## src/hw/map_geometry_pkg.sv

```systemverilog
`default_nettype none

package map_geometry_pkg;

    typedef logic [9:0]  coord_t;       // vga scan or map pixel coordinate
    typedef logic [16:0] sheet_addr_t;  // sprite-sheet rom address

    localparam coord_t      MAP_W   = 10'd320;   // also the sheet row pitch
    localparam coord_t      MAP_H   = 10'd240;
    localparam sheet_addr_t BG_ADDR = 17'd12900; // plain background texel

    // terrain pieces, earlier entries win on overlap
    typedef enum logic [3:0] {
        T_CEILING,
        T_RED_RIVER,
        T_BLUE_RIVER,
        T_GREEN_RIVER,
        T_FLOOR,
        T_LEFT_BOUND,
        T_RIGHT_BOUND,
        T_WALL_1,
        T_WALL_2,
        T_WALL_3,
        T_WALL_4,
        T_WALL_6,
        T_RED_DOOR,
        T_BLUE_DOOR,
        T_WALL_7
    } terrain_id_e;

    localparam int TERRAIN_COUNT = int'(T_WALL_7) + 1;

    typedef struct packed {
        coord_t org_h;    // map origin
        coord_t org_v;
        coord_t width;
        coord_t height;
        coord_t sheet_h;  // matching corner on the sheet
        coord_t sheet_v;
        logic   solid;    // single colour, sheet_h + sheet_v * MAP_W is the texel
    } terrain_rect_t;

    // field order: org_h, org_v, width, height, sheet_h, sheet_v, solid
    localparam terrain_rect_t TERRAIN_TABLE [0:TERRAIN_COUNT-1] = '{
        T_CEILING:     '{10'd0,   10'd0,   10'd320, 10'd10,  10'd0,   10'd220, 1'b0},
        T_RED_RIVER:   '{10'd160, 10'd230, 10'd20,  10'd6,   10'd1,   10'd61,  1'b1},
        T_BLUE_RIVER:  '{10'd220, 10'd230, 10'd20,  10'd6,   10'd70,  10'd70,  1'b1},
        T_GREEN_RIVER: '{10'd190, 10'd182, 10'd40,  10'd6,   10'd165, 10'd1,   1'b0},
        T_FLOOR:       '{10'd0,   10'd230, 10'd320, 10'd10,  10'd0,   10'd220, 1'b0},
        T_LEFT_BOUND:  '{10'd0,   10'd10,  10'd10,  10'd220, 10'd305, 10'd10,  1'b0},
        T_RIGHT_BOUND: '{10'd310, 10'd10,  10'd10,  10'd220, 10'd305, 10'd10,  1'b0},
        T_WALL_1:      '{10'd10,  10'd182, 10'd230, 10'd8,   10'd50,  10'd215, 1'b0},
        T_WALL_2:      '{10'd50,  10'd139, 10'd260, 10'd8,   10'd0,   10'd220, 1'b0},
        T_WALL_3:      '{10'd60,  10'd96,  10'd210, 10'd8,   10'd0,   10'd220, 1'b0},
        T_WALL_4:      '{10'd160, 10'd89,  10'd50,  10'd7,   10'd0,   10'd220, 1'b0},
        T_WALL_6:      '{10'd110, 10'd48,  10'd200, 10'd8,   10'd0,   10'd220, 1'b0},
        T_RED_DOOR:    '{10'd250, 10'd19,  10'd23,  10'd29,  10'd0,   10'd89,  1'b0},
        T_BLUE_DOOR:   '{10'd280, 10'd19,  10'd21,  10'd29,  10'd32,  10'd89,  1'b0},
        T_WALL_7:      '{10'd275, 10'd210, 10'd35,  10'd20,  10'd305, 10'd212, 1'b0}
    };

endpackage

`default_nettype wire

```

## src/hw/player_pkg.sv

```systemverilog
`default_nettype none

package player_pkg;

    typedef enum logic [3:0] {
        STILL = 4'd6,
        RIGHT = 4'd7,
        LEFT  = 4'd8,
        UP    = 4'd9
    } player_state_e;

    typedef enum logic [1:0] {
        NONE = 2'd0,
        RISE = 2'd1,
        FALL = 2'd2
    } jump_e;

    // sprite pose, up splits on the jump phase
    typedef enum logic [2:0] {POSE_STILL, POSE_RIGHT, POSE_LEFT, POSE_UP_RISE, POSE_UP} pose_e;

    typedef logic [24:0] step_cnt_t;  // room for the full-speed step periods

    localparam map_geometry_pkg::coord_t MAX_DISP_H = 10'd282; // right-move cap
    localparam map_geometry_pkg::coord_t FOOT_V     = 10'd230; // foot line at disp_v 0
    localparam int STEP_H_DEFAULT = 1_500_000;
    localparam int STEP_V_DEFAULT = 2_000_000;

    // box left edge and width at disp_h 0, top and bottom at disp_v 0
    typedef struct packed {
        map_geometry_pkg::coord_t left;
        map_geometry_pkg::coord_t width;
        map_geometry_pkg::coord_t top;
        map_geometry_pkg::coord_t bot;
        map_geometry_pkg::coord_t sheet_h;
        map_geometry_pkg::coord_t sheet_v;
    } sprite_box_t;

    localparam sprite_box_t SPRITE_BOX [0:4] = '{
        POSE_STILL:   '{10'd13, 10'd15, 10'd200, FOOT_V,         10'd53, 10'd0},
        POSE_RIGHT:   '{10'd8,  10'd14, 10'd200, FOOT_V,         10'd71, 10'd0},
        POSE_LEFT:    '{10'd8,  10'd14, 10'd200, FOOT_V,         10'd86, 10'd0},
        POSE_UP_RISE: '{10'd10, 10'd15, 10'd199, FOOT_V - 10'd3, 10'd53, 10'd30},
        POSE_UP:      '{10'd10, 10'd15, 10'd200, FOOT_V,         10'd53, 10'd0}
    };

endpackage

`default_nettype wire

```

## src/hw/player_if.sv

```systemverilog
`timescale 1ns/1ns
`default_nettype none

// player position and pose shared between motion, contact and sprite logic
interface player_if;

    map_geometry_pkg::coord_t  disp_h;  // rightward offset from spawn
    map_geometry_pkg::coord_t  disp_v;  // upward offset from the floor
    player_pkg::player_state_e state;   // from the top-level input
    player_pkg::jump_e         jump;

    // motion owns the displacements
    modport motion (output disp_h, output disp_v, input state, input jump);

    modport observer (input disp_h, input disp_v, input state, input jump);

endinterface

`default_nettype wire

```

## src/hw/contact_detect.sv

```systemverilog
`timescale 1ns/1ns
`default_nettype none

module contact_detect (
    input  logic        clk,
    input  logic        rst,
    player_if.observer  pl,
    output logic        p1_collision,
    output logic        p1_land,
    output logic        should_down,
    output logic [15:0] led
);

    map_geometry_pkg::coord_t dh;
    map_geometry_pkg::coord_t dv;
    logic                     is_right;
    logic                     is_left;
    logic                     rising;
    logic                     falling;

    assign dh      = pl.disp_h;
    assign dv      = pl.disp_v;
    assign is_right = (pl.state == player_pkg::RIGHT);
    assign is_left  = (pl.state == player_pkg::LEFT);
    assign rising   = (pl.jump == player_pkg::RISE);
    assign falling  = (pl.jump == player_pkg::FALL);

    // head on the underside of wall 1, or walking into wall 7
    assign p1_collision = (rising && dv == 10'd9 && dh < 10'd230)
                        || (is_right && dh >= 10'd247 && dv <= 10'd10);

    // feet reach a surface while falling
    assign p1_land = falling && ((dv == 10'd0 && dh < 10'd248)              // floor
                              || (dv == 10'd20 && dh >= 10'd261
                                  && dh <= 10'd292)                          // wall 7 top
                              || (dv == 10'd48 && dh < 10'd230));           // wall 1 top

    // walked off an edge
    assign should_down = (is_left && dh <= 10'd255 && (dv == 10'd19 || dv == 10'd20))
                       || (is_right && dh >= 10'd228 && (dv == 10'd47 || dv == 10'd48));

    // status pattern, collision highest
    always_ff @(posedge clk or posedge rst) begin
        if (rst)
            led <= 16'h000F;
        else if (p1_collision)
            led <= 16'hFFFF;
        else if (p1_land)
            led <= 16'h3FFF;
        else if (should_down)
            led <= 16'h0FFF;
        else
            led <= 16'h000F;  // idle
    end

endmodule

`default_nettype wire

```

## src/hw/game_map_top.sv

```systemverilog
`timescale 1ns/1ns
`default_nettype none

module game_map_top #(
    parameter int STEP_H = player_pkg::STEP_H_DEFAULT,  // cycles per horizontal step, minus one
    parameter int STEP_V = player_pkg::STEP_V_DEFAULT
) (
    input  logic                          clk,
    input  logic                          rst,
    input  map_geometry_pkg::coord_t      vga_h,
    input  map_geometry_pkg::coord_t      vga_v,
    input  player_pkg::player_state_e     player_state,
    input  player_pkg::jump_e             player_jump,
    output map_geometry_pkg::sheet_addr_t addr,
    output logic [15:0]                   led,
    output logic                          p1_collision,
    output logic                          p1_land,
    output logic                          should_down
);

    logic                          t_hit;
    map_geometry_pkg::sheet_addr_t t_addr;

    player_if pl ();

    assign pl.state = player_state;  // pose and jump phase come from outside
    assign pl.jump  = player_jump;

    player_motion #(
        .STEP_H (STEP_H),
        .STEP_V (STEP_V)
    ) u_motion (
        .clk     (clk),
        .rst     (rst),
        .blocked (p1_collision),
        .pl      (pl.motion)
    );

    contact_detect u_contact (
        .clk          (clk),
        .rst          (rst),
        .pl           (pl.observer),
        .p1_collision (p1_collision),
        .p1_land      (p1_land),
        .should_down  (should_down),
        .led          (led)
    );

    terrain_addr u_terrain (
        .vga_h  (vga_h),
        .vga_v  (vga_v),
        .hit    (t_hit),
        .t_addr (t_addr)
    );

    sprite_addr u_sprite (
        .vga_h  (vga_h),
        .vga_v  (vga_v),
        .pl     (pl.observer),
        .t_hit  (t_hit),
        .t_addr (t_addr),
        .addr   (addr)
    );

endmodule

`default_nettype wire

```

## src/hw/player_motion.sv

```systemverilog
`timescale 1ns/1ns
`default_nettype none

module player_motion #(
    parameter int STEP_H = player_pkg::STEP_H_DEFAULT,
    parameter int STEP_V = player_pkg::STEP_V_DEFAULT
) (
    input  logic     clk,
    input  logic     rst,
    input  logic     blocked,  // p1_collision, stops right moves
    player_if.motion pl
);

    localparam player_pkg::step_cnt_t STEP_H_C = player_pkg::step_cnt_t'(STEP_H);
    localparam player_pkg::step_cnt_t STEP_V_C = player_pkg::step_cnt_t'(STEP_V);

    player_pkg::step_cnt_t    cnt_h;
    player_pkg::step_cnt_t    cnt_v;
    map_geometry_pkg::coord_t disp_h_q;
    map_geometry_pkg::coord_t disp_v_q;
    logic                     h_move;
    logic                     v_move;

    assign h_move = (pl.state == player_pkg::RIGHT) || (pl.state == player_pkg::LEFT);
    assign v_move = h_move || (pl.state == player_pkg::UP);  // jumps also run while walking

    assign pl.disp_h = disp_h_q;
    assign pl.disp_v = disp_v_q;

    // horizontal pacing, one step per STEP_H+1 cycles
    always_ff @(posedge clk or posedge rst) begin
        if (rst) begin
            cnt_h    <= '0;
            disp_h_q <= '0;
        end else if (pl.state == player_pkg::STILL) begin
            cnt_h <= '0;  // restart pacing on next walk
        end else if (h_move) begin
            if (cnt_h < STEP_H_C) begin
                cnt_h <= cnt_h + 1'b1;
            end else begin
                cnt_h <= '0;
                if (pl.state == player_pkg::RIGHT) begin
                    if (disp_h_q <= player_pkg::MAX_DISP_H && !blocked)
                        disp_h_q <= disp_h_q + 1'b1;
                end else if (disp_h_q > '0) begin  // left, stop at the spawn column
                    disp_h_q <= disp_h_q - 1'b1;
                end
            end
        end
    end

    // vertical pacing, jump phase picks direction
    always_ff @(posedge clk or posedge rst) begin
        if (rst) begin
            cnt_v    <= '0;
            disp_v_q <= '0;
        end else if (v_move) begin
            case (pl.jump)
                player_pkg::NONE: cnt_v <= '0;
                player_pkg::RISE,
                player_pkg::FALL: begin
                    if (cnt_v < STEP_V_C) begin
                        cnt_v <= cnt_v + 1'b1;
                    end else begin
                        cnt_v <= '0;
                        if (pl.jump == player_pkg::RISE)
                            disp_v_q <= disp_v_q + 1'b1;
                        else if (disp_v_q > '0)
                            disp_v_q <= disp_v_q - 1'b1;  // floor is the lower bound
                    end
                end
                default: cnt_v <= cnt_v;  // unused phase code, hold
            endcase
        end
    end

endmodule

`default_nettype wire

```

## src/hw/sprite_addr.sv

```systemverilog
`timescale 1ns/1ns
`default_nettype none

module sprite_addr (
    input  map_geometry_pkg::coord_t      vga_h,
    input  map_geometry_pkg::coord_t      vga_v,
    player_if.observer                    pl,
    input  logic                          t_hit,
    input  map_geometry_pkg::sheet_addr_t t_addr,
    output map_geometry_pkg::sheet_addr_t addr
);

    map_geometry_pkg::coord_t      h;
    map_geometry_pkg::coord_t      v;
    player_pkg::sprite_box_t       box;
    logic                          pose_ok;  // low for state codes outside the enum
    logic [10:0]                   h_lo;
    logic [10:0]                   h_hi;
    logic [10:0]                   v_abs;    // v shifted back to disp_v 0
    logic [10:0]                   col;
    logic [10:0]                   row;
    logic                          in_box;
    map_geometry_pkg::sheet_addr_t s_addr;

    assign h = vga_h >> 1;
    assign v = vga_v >> 1;

    // pose lookup
    always_comb begin
        box     = player_pkg::SPRITE_BOX[player_pkg::POSE_STILL];
        pose_ok = 1'b1;
        case (pl.state)
            player_pkg::STILL: box = player_pkg::SPRITE_BOX[player_pkg::POSE_STILL];
            player_pkg::RIGHT: box = player_pkg::SPRITE_BOX[player_pkg::POSE_RIGHT];
            player_pkg::LEFT:  box = player_pkg::SPRITE_BOX[player_pkg::POSE_LEFT];
            player_pkg::UP: begin
                if (pl.jump == player_pkg::RISE)
                    box = player_pkg::SPRITE_BOX[player_pkg::POSE_UP_RISE];
                else
                    box = player_pkg::SPRITE_BOX[player_pkg::POSE_UP];
            end
            default: pose_ok = 1'b0;
        endcase
    end

    // 11 bits so the edges never wrap
    assign h_lo  = 11'(pl.disp_h) + 11'(box.left);
    assign h_hi  = h_lo + 11'(box.width);
    assign v_abs = 11'(v) + 11'(pl.disp_v);

    assign in_box = pose_ok && (11'(h) >= h_lo) && (11'(h) < h_hi)
                 && (v_abs >= 11'(box.top)) && (v_abs < 11'(box.bot));

    assign col    = 11'(h) - h_lo + 11'(box.sheet_h);
    assign row    = v_abs - 11'(box.top) + 11'(box.sheet_v);
    assign s_addr = map_geometry_pkg::sheet_addr_t'(col)
                  + map_geometry_pkg::sheet_addr_t'(row)
                  * map_geometry_pkg::sheet_addr_t'(map_geometry_pkg::MAP_W);

    // terrain over player over background
    assign addr = t_hit  ? t_addr :
                  in_box ? s_addr : map_geometry_pkg::BG_ADDR;

endmodule

`default_nettype wire

```

## src/hw/terrain_addr.sv

```systemverilog
`timescale 1ns/1ns
`default_nettype none

module terrain_addr (
    input  map_geometry_pkg::coord_t      vga_h,
    input  map_geometry_pkg::coord_t      vga_v,
    output logic                          hit,
    output map_geometry_pkg::sheet_addr_t t_addr
);

    map_geometry_pkg::coord_t h;
    map_geometry_pkg::coord_t v;
    logic                     on_map;

    // true when the map pixel falls inside the rectangle
    function automatic logic in_rect(
        input map_geometry_pkg::coord_t        ph,
        input map_geometry_pkg::coord_t        pv,
        input map_geometry_pkg::terrain_rect_t r
    );
        in_rect = (ph >= r.org_h) && (ph < r.org_h + r.width)
               && (pv >= r.org_v) && (pv < r.org_v + r.height);
    endfunction

    // sheet address for a pixel inside the rectangle
    function automatic map_geometry_pkg::sheet_addr_t rect_addr(
        input map_geometry_pkg::coord_t        ph,
        input map_geometry_pkg::coord_t        pv,
        input map_geometry_pkg::terrain_rect_t r
    );
        map_geometry_pkg::coord_t col;
        map_geometry_pkg::coord_t row;
        if (r.solid) begin
            col = r.sheet_h;  // one texel for the whole piece
            row = r.sheet_v;
        end else begin
            col = ph - r.org_h + r.sheet_h;
            row = pv - r.org_v + r.sheet_v;
        end
        rect_addr = map_geometry_pkg::sheet_addr_t'(col)
                  + map_geometry_pkg::sheet_addr_t'(row)
                  * map_geometry_pkg::sheet_addr_t'(map_geometry_pkg::MAP_W);
    endfunction

    assign h      = vga_h >> 1;  // 640x480 scan to 320x240 map
    assign v      = vga_v >> 1;
    assign on_map = (h < map_geometry_pkg::MAP_W) && (v < map_geometry_pkg::MAP_H);

    // priority search, first matching entry wins
    always_comb begin
        hit    = 1'b0;
        t_addr = '0;
        for (int i = 0; i < map_geometry_pkg::TERRAIN_COUNT; i++) begin
            if (on_map && !hit && in_rect(h, v, map_geometry_pkg::TERRAIN_TABLE[i])) begin
                hit    = 1'b1;
                t_addr = rect_addr(h, v, map_geometry_pkg::TERRAIN_TABLE[i]);
            end
        end
    end

endmodule

`default_nettype wire

```

## config.mk

```make
export PLATFORM = sky130hd
export DESIGN_NAME = game_map_top
export DESIGN_NICKNAME = d
export VERILOG_FILES = /design/src/hw/map_geometry_pkg.sv /design/src/hw/player_pkg.sv /design/src/hw/player_if.sv /design/src/hw/contact_detect.sv /design/src/hw/game_map_top.sv /design/src/hw/player_motion.sv /design/src/hw/sprite_addr.sv /design/src/hw/terrain_addr.sv
export SDC_FILE = /design/constraint.sdc
export NUM_CORES = 1
export LEC_CHECK = 0
export ABC_AREA = 1
export BUFFER_PORTS_ARGS = -buffer_cell sky130_fd_sc_hd__buf_4
export CAP_MARGIN = 30
export CORE_MARGIN = 4
export CORE_UTILIZATION = 37
export CTS_CLUSTER_DIAMETER = 50
export CTS_CLUSTER_SIZE = 30
export DETAILED_ROUTE_END_ITERATION = 12
export HOLD_SLACK_MARGIN = 0.15
export SLEW_MARGIN = 20
export SYNTH_ARGS = -nofsm -noshare
export SYNTH_HDL_FRONTEND = slang
export SYNTH_HIERARCHICAL = 1
export SYNTH_SLANG_ARGS = --single-unit
export TNS_END_PERCENT = 10
```

## constraint.sdc

```tcl
create_clock -name clk -period 21 [get_ports clk]
set_input_delay 4.2 -clock clk [delete_from_list [all_inputs] [get_ports clk]]
set_output_delay 4.2 -clock clk [all_outputs]
set_load 0.005 [all_outputs]
```

======== Word-level counts from Yosys, hierarchy flattened ========
Index checks and enable logic that the tools add are counted.
cells by class
  multipliers ............................. 16
  magnitude comparators ................... 60
  eq/ne operators ......................... 12
  $add $sub $neg .......................... 65
  bitwise logic cells ..................... 3
  reductions and logical operators ........ 126
  mux-type cells .......................... 77
operators with widths
  kind                                                          number
  2-to-1 mux 10 bit                                             34
  2-to-1 mux 17 bit                                             17
  adder 10 x 17 -> 17 bit                                       15
  case mux 60 bit (3 select lines)                              1
  multiplier 10 x 3 -> 11 bit, second input constant            15
  2-to-1 mux 25 bit                                             4
  logical AND 1 bit                                             92
  less-than comparator 9 x 8 -> 1 bit, second input constant    10
  adder 10 x 8 -> 10 bit, second input constant                 8
  >= comparator 9 x 8 -> 1 bit, second input constant           8
  subtractor 9 x 8 -> 10 bit, second input constant             7
  adder 25 x 1 -> 25 bit, second input constant                 2
  less-than comparator 25 x 21 -> 1 bit, second input constant  2
  case mux 25 bit (2 select lines)                              1
  less-than comparator 9 bit, second input constant             5
  2-to-1 mux 34 bit                                             1
  adder 11 x 10 -> 11 bit                                       3
  2-to-1 mux 16 bit                                             2
  adder 10 x 1 -> 10 bit, second input constant                 3
  subtractor 9 x 6 -> 10 bit, second input constant             3
  subtractor 9 x 7 -> 10 bit, second input constant             3
  subtractor 9 x 9 -> 10 bit, second input constant             3
  >= comparator 9 x 6 -> 1 bit, second input constant           3
  >= comparator 9 x 7 -> 1 bit, second input constant           3
  54 further kinds                                              114
storage, ports and cells
  bits in registers ....................... 86
  output and inout port bits .............. 36
  input port bits ......................... 28
  logic and storage cells ................. 364

======== Logic depth before layout (Yosys ltp) ========
  word-level depth ........................ 66
  depth in mapped cells ................... 38
  gate-level depth less buffers ........... 38

======== Modules after synthesis ========
The synthesis kept the hierarchy.
modules (own cells, without submodules)
  module          sequential area each (µm²)  cells each  area each (µm²)  times used
  terrain_addr    0.0                         2066        12324.3          1
  player_motion   1751.7                      682         4906.0           1
  sprite_addr     0.0                         560         3520.9           1
  contact_detect  75.1                        119         648.1            1

======== Worst setup path before layout ========
Ideal clock, no wire load.
  path kind ............................... in2out
  from .................................... in player_state[1]
  to ...................................... out addr[16]
  buffers on the path ..................... 0
  cell stages on the path ................. 34
  data arrival time ....................... 8.520 ns
  slack ................................... 8.280 ns
  data required time ...................... 16.800 ns
  path through ............................ inv_1 -> nand3_2 -> nand2_2 -> inv_1 -> ha_1 -> fa_1 -> nand3b_1 -> nand2_1 -> inv_1 -> ha_1 -> inv_1 -> ha_1 -> a21oi_1 -> nand2_1 -> nand2_1 -> nand2_1 -> a21oi_1 -> inv_1 -> a21oi_1 -> o21bai_1 -> xnor2_1 -> inv_1 -> fa_1 -> nand2_1 -> inv_1 -> o21ai_0 -> nand2_1 -> nand2_1 -> a21oi_1 -> nand3_1 -> nor2_1 -> nand3b_1 -> nand3_1 -> nand2_1
between the ends
  word-level cells in the longest chain between the ends .. 10
  elaborated cells on any way between the ends .. 25
  those cells by class .................... 7 x add/sub; 1 x mul; 4 x order compare; 4 x eq/ne; 4 x mux; 5 x reduce/logical
ends and longest elaborated chain
  item                                                                             RTL line            RTL
  start: declaration                                                               game_map_top.sv:12  input player_pkg::player_state_e player_state,
  parallel branches: the longest is 8 deep, another holds adder 11 x 17 -> 17 bit  --
  2-to-1 mux 17 bit (*)                                                            sprite_addr.sv:62   in_box ? s_addr : map_geometry_pkg::BG_ADDR;
  2-to-1 mux 17 bit (*)                                                            sprite_addr.sv:61   assign addr = t_hit ? t_addr :
  end: declaration                                                                 game_map_top.sv:14  output map_geometry_pkg::sheet_addr_t addr,
Every way passes the cells marked *.

======== Worst setup path after layout ========
  from .................................... in vga_v[2]
  to ...................................... out addr[14]
between the ends
  word-level cells in the longest chain between the ends .. 62
  elaborated cells on any way between the ends .. 195
  those cells by class .................... 37 x add/sub; 14 x mul; 23 x order compare; 45 x mux; 76 x reduce/logical
ends and longest elaborated chain
  item                             RTL line            RTL
  start: declaration               game_map_top.sv:11  input map_geometry_pkg::coord_t vga_v,
  >= comparator 9 x 1 -> 1 bit     terrain_addr.sv:22  && (pv >= r.org_v) && (pv < r.org_v + r.height);
  logical AND 1 bit (2 in series)  terrain_addr.sv:22
  logical AND 1 bit                terrain_addr.sv:54  if (on_map && !hit && in_rect(h, v, map_geometry_pkg::TERRAIN_TABLE[i])) begin
  2-to-1 mux 1 bit                 terrain_addr.sv:54
  zero test 1 bit                  terrain_addr.sv:54
  logical AND 1 bit (2 in series)  terrain_addr.sv:54
  2-to-1 mux 1 bit                 terrain_addr.sv:54
  zero test 1 bit                  terrain_addr.sv:54
  [43 not listed]                  --
  zero test 1 bit                  terrain_addr.sv:54
  logical AND 1 bit (2 in series)  terrain_addr.sv:54
  2-to-1 mux 1 bit                 terrain_addr.sv:54
  zero test 1 bit                  terrain_addr.sv:54
  logical AND 1 bit (2 in series)  terrain_addr.sv:54
  2-to-1 mux 1 bit (*)             terrain_addr.sv:54
  via t_hit                        game_map_top.sv:21  logic t_hit;
  2-to-1 mux 17 bit (*)            sprite_addr.sv:61
Mark *: on every way through the listed nets, which the timed path passes. The rest lies on a longest branch. The select of a mux whose other input is x is not followed.

==> impl_metrics.py <==
metrics = {
    "power": {
        "p_comb_share_pct": 86.6,
        "swShare_pct": 56.4,
        "power.internal_mw": 1.34,
        "vdd_drop_max_mv": 0.255,
        "total_power_mw": 3.09,
        "clkPwrFrac_pct": 6.1,
        "p_leak_nw": 12.1,
        "power_density_nw_per_um2": 135,
        "p_seq_share_pct": 7.3,
        "switchingPower_mw": 1.74,
    },
    "status": {
        "outcome": "completed",
    },
    "global_routing": {
        "grt_pass1_wl_mm": 105,
        "antenna_found_initial": 0,
        "grt_pass1_vias": 19700,
        "grt_util_all_layers_pct": 20.6,
        "overflow": 0,
        "grt_max_degree": 40,
    },
    "yosys": {
        "synth_seq_cells": 73,
        "synth_edf_count": 0,
        "netlist_area_um2": 21400,
        "synth_top_area_share_pct": 19.7,
        "ys.flop_type": "dfrtp_1",
        "ys_types": 62,
        "synth.area.top_cells": "ha_1, nand2_1, inv_1, dfrtp_1, xor2_1",
        "syn_avg_cell_area_um2": 6.24,
        "ys_seq_area_share_pct": 8.54,
        "synth.largest_area_cell": "ha_1",
        "yosysWarnings": 6,
        "syn-instance-count": 3427,
        "async_flop_share_pct": 100,
    },
    "detailed_routing": {
        "wire_per_inst_um": 15.8,
        "drtPass1Iterations": 8,
        "wirelength_mm": 66.6,
        "drc_errors": 0,
        "ant_nets": 0,
        "dr_total_vias": 21300,
        "first_iter_violations": 1322,
        "viasPerCell": 5.07,
    },
    "timing": {
        "setup_tns_ns": 0,
        "setup_viol": 0,
        "period_needed_ns": 14.31,
        "fin_worst_skew_ns": 0.00457,
        "clock.fmax_mhz": 69.9,
        "slew_headroom_pct": 32.9,
        "period_share_pct": 68.1,
        "hold_viol": 0,
        "rsz0062_at_grt": "false",
        "worstMarginPinSlew_ns": 1.00,
        "slew_viol_final": 0,
    },
    "clock_network": {
        "numClockSinks": 73,
        "clock_path_buffers": 2,
        "cts_hold_buf": 0,
        "cts_tree": "done",
        "cts_buffers": 9,
        "postCtsSetupRepairBufs": 0,
        "h-tree-depth": 3,
        "clk_latency_ns": 0.34,
        "clk_pin_slew_ns": 0.06,
        "post_cts_resized": 0,
        "cts-root-buf": "clkbuf_16",
    },
    "setup_path": {
        "cp_common_cell": "nand3_1",
        "critPathMaxStageDelay_ns": 0.53,
        "path_cells": "buf_4, inv_1, ha_1, o21ai_1, nor2_1, nand2_1, nand3_2, a21oi_2, nand4_2, nor2_4, nand4_4, nor2_8, nand4_1, inv_1, nand3_1, a21oi_1, nand4_1, nor2_1, nand3_1, nor2_4, nand3_1, nand2_1, buf_4",
        "critPathKind": "in2out",
        "worst_setup_path_end_kind": "output pin",
        "r2r_cells": 14,
        "cp-start-kind": "primary input",
        "critPathRequiredTime_ns": 16.80,
        "worstPathArrival_ns": 10.11,
        "critPathMaxFanout": 27,
        "crit_slowest_cell": "inv_1",
    },
    "place": {
        "place.gp.congestion": 0.951,
        "hpwl_mm": 54.2,
        "numPortBuffers": 57,
    },
    "cells_and_area": {
        "antenna_cells": 0,
        "drive_gt1_share_pct": 7.65,
        "layout_common_cells": "nand2_1, inv_1, nor2_1",
        "fillCellCount": 6201,
        "syn_to_final_growth_pct": 6.83,
        "final_common_cell": "nand2_1",
        "nets": 3847,
    },
    "hold_path": {
        "min_path_type": "reg2reg",
        "holdPathStages": 2,
    },
    "die": {
        "dieArea_um2": 61700,
        "dieHeight_um": 248,
        "initial_utilization_pct": 37.7,
        "core_area_um2": 56800,
        "rows": 87,
        "ioPinCount": 64,
        "die_w_um": 248,
    },
    "run": {
        "drv_cap": 0,
    },
}
-- Yosys cell counts, types with 12 or more instances --
| library cell | n |
|---|---|
| a211oi_1 | 12 |
| a21oi_1 | 176 |
| buf_2 | 17 |
| buf_4 | 17 |
| clkbuf_1 | 16 |
| dfrtp_1 | 73 |
| fa_1 | 36 |
| ha_1 | 337 |
| inv_1 | 492 |
| inv_2 | 21 |
| nand2_1 | 837 |
| nand2_2 | 32 |
| nand3_1 | 238 |
| nand3_2 | 13 |
| nand3b_1 | 16 |
| nand4_1 | 80 |
| nor2_1 | 385 |
| nor2_2 | 37 |
| nor3_1 | 48 |
| o211ai_1 | 12 |
| o21ai_0 | 95 |
| o21bai_1 | 13 |
| or2_2 | 29 |
| xnor2_1 | 82 |
| xor2_1 | 182 |
-- cell families (layout without fill, tap and decap cells) --
kind of cell	count (synthesis)	in the layout	synth area share, %
buffers and inverters	580	601	10.8
AOI/OAI and AO/OA	372	372	9.90
other	1	4	0.0175
xor gates and xnor gates	264	264	10.8
and+or+nand+nor	1764	1764	36.8
DFF	73	73	8.54
adders and majority gates	373	373	23.1
-- stage by stage --
| step | hold WS [ns] | instances | area [um2] | setup WS (ns) | util [%] |
|---|---|---|---|---|---|
| after detailed placement | 0.485 | 4190 | 22500 | 6.42 | 39.6 |
| after global placement | 0.482 | 4189 | 22500 | 6.51 | 39.6 |
| final | 0.490 | 4207 | 22900 | 6.69 | 40.2 |
| after floorplan | 0.473 | 3430 | 21400 | 8.28 | - |
| after global routing | 0.510 | 4207 | 22900 | 6.14 | 40.2 |
| after CTS | 0.494 | 4206 | 22800 | 6.41 | 40.2 |
-- power groups by stage --
stage | clock [mW] | sequential (mW) | combinational (mW)
2_1_floorplan | 0 | 0.205 | 2.20
3_3_place_gp | 0 | 0.227 | 2.66
3_5_place_dp | 0 | 0.227 | 2.67
4_1_cts | 0.193 | 0.225 | 2.68
5_1_grt | 0.198 | 0.232 | 3.07
6_report | 0.188 | 0.225 | 2.67
-- layout make-up --
type / instances / area, um2 / share of cell area (%)
Clock buffer: 12 / 267 / 1.17
Clock inverter: 4 / 97.6 / 0.427
Inverter: 520 / 1960 / 8.57
Multi-Input combinational cell: 2777 / 17300 / 75.6
Sequential cell: 73 / 1830 / 7.99
Tap cell: 756 / 946 / 4.14
Timing Repair Buffer: 65 / 493 / 2.16
-- sequential cells by signal, summed over array words and instances (netlist names) --
register	flops
u_motion/cnt_v	25
u_motion/pl.disp_v	10
u_motion/pl.disp_h	10
u_motion/cnt_h	25
u_contact/led	3
-- final timing paths --
kind / from / endpoint / slack, ns
min in group asynchronous: rst / u_contact/led[14] / 3.77
setup / recovery: vga_v[2] / addr[14] / 6.69
setup reg to reg: u_motion/pl.disp_h[4] / u_motion/pl.disp_h[8] / 18.72
hold reg to reg: u_motion/cnt_v[23] / u_motion/cnt_v[23] / 0.49
max in group asynchronous: rst / u_motion/pl.disp_v[7] / 16.04
hold / removal: u_motion/cnt_v[23] / u_motion/cnt_v[23] / 0.49
-- per-layer routing --
metal  vias up  wire (um)  global-route usage, %
met5         -          0                      0
met4         0       2590                   7.84
met3       103       2930                   1.55
met2       543      31900                   36.2
met1      9632      29200                   26.3
li1      11100          -                      -
-- worst max-delay path: cells and delay by family --
family,cells,cell delay [ns]
AO/OA/AOI/OAI,3,0.59
adder cells (fa/ha/maj),1,0.42
buffers and inverters,4,1.58
AND/OR/NAND/NOR,15,3.24
Power figures use the tool's default switching activity.
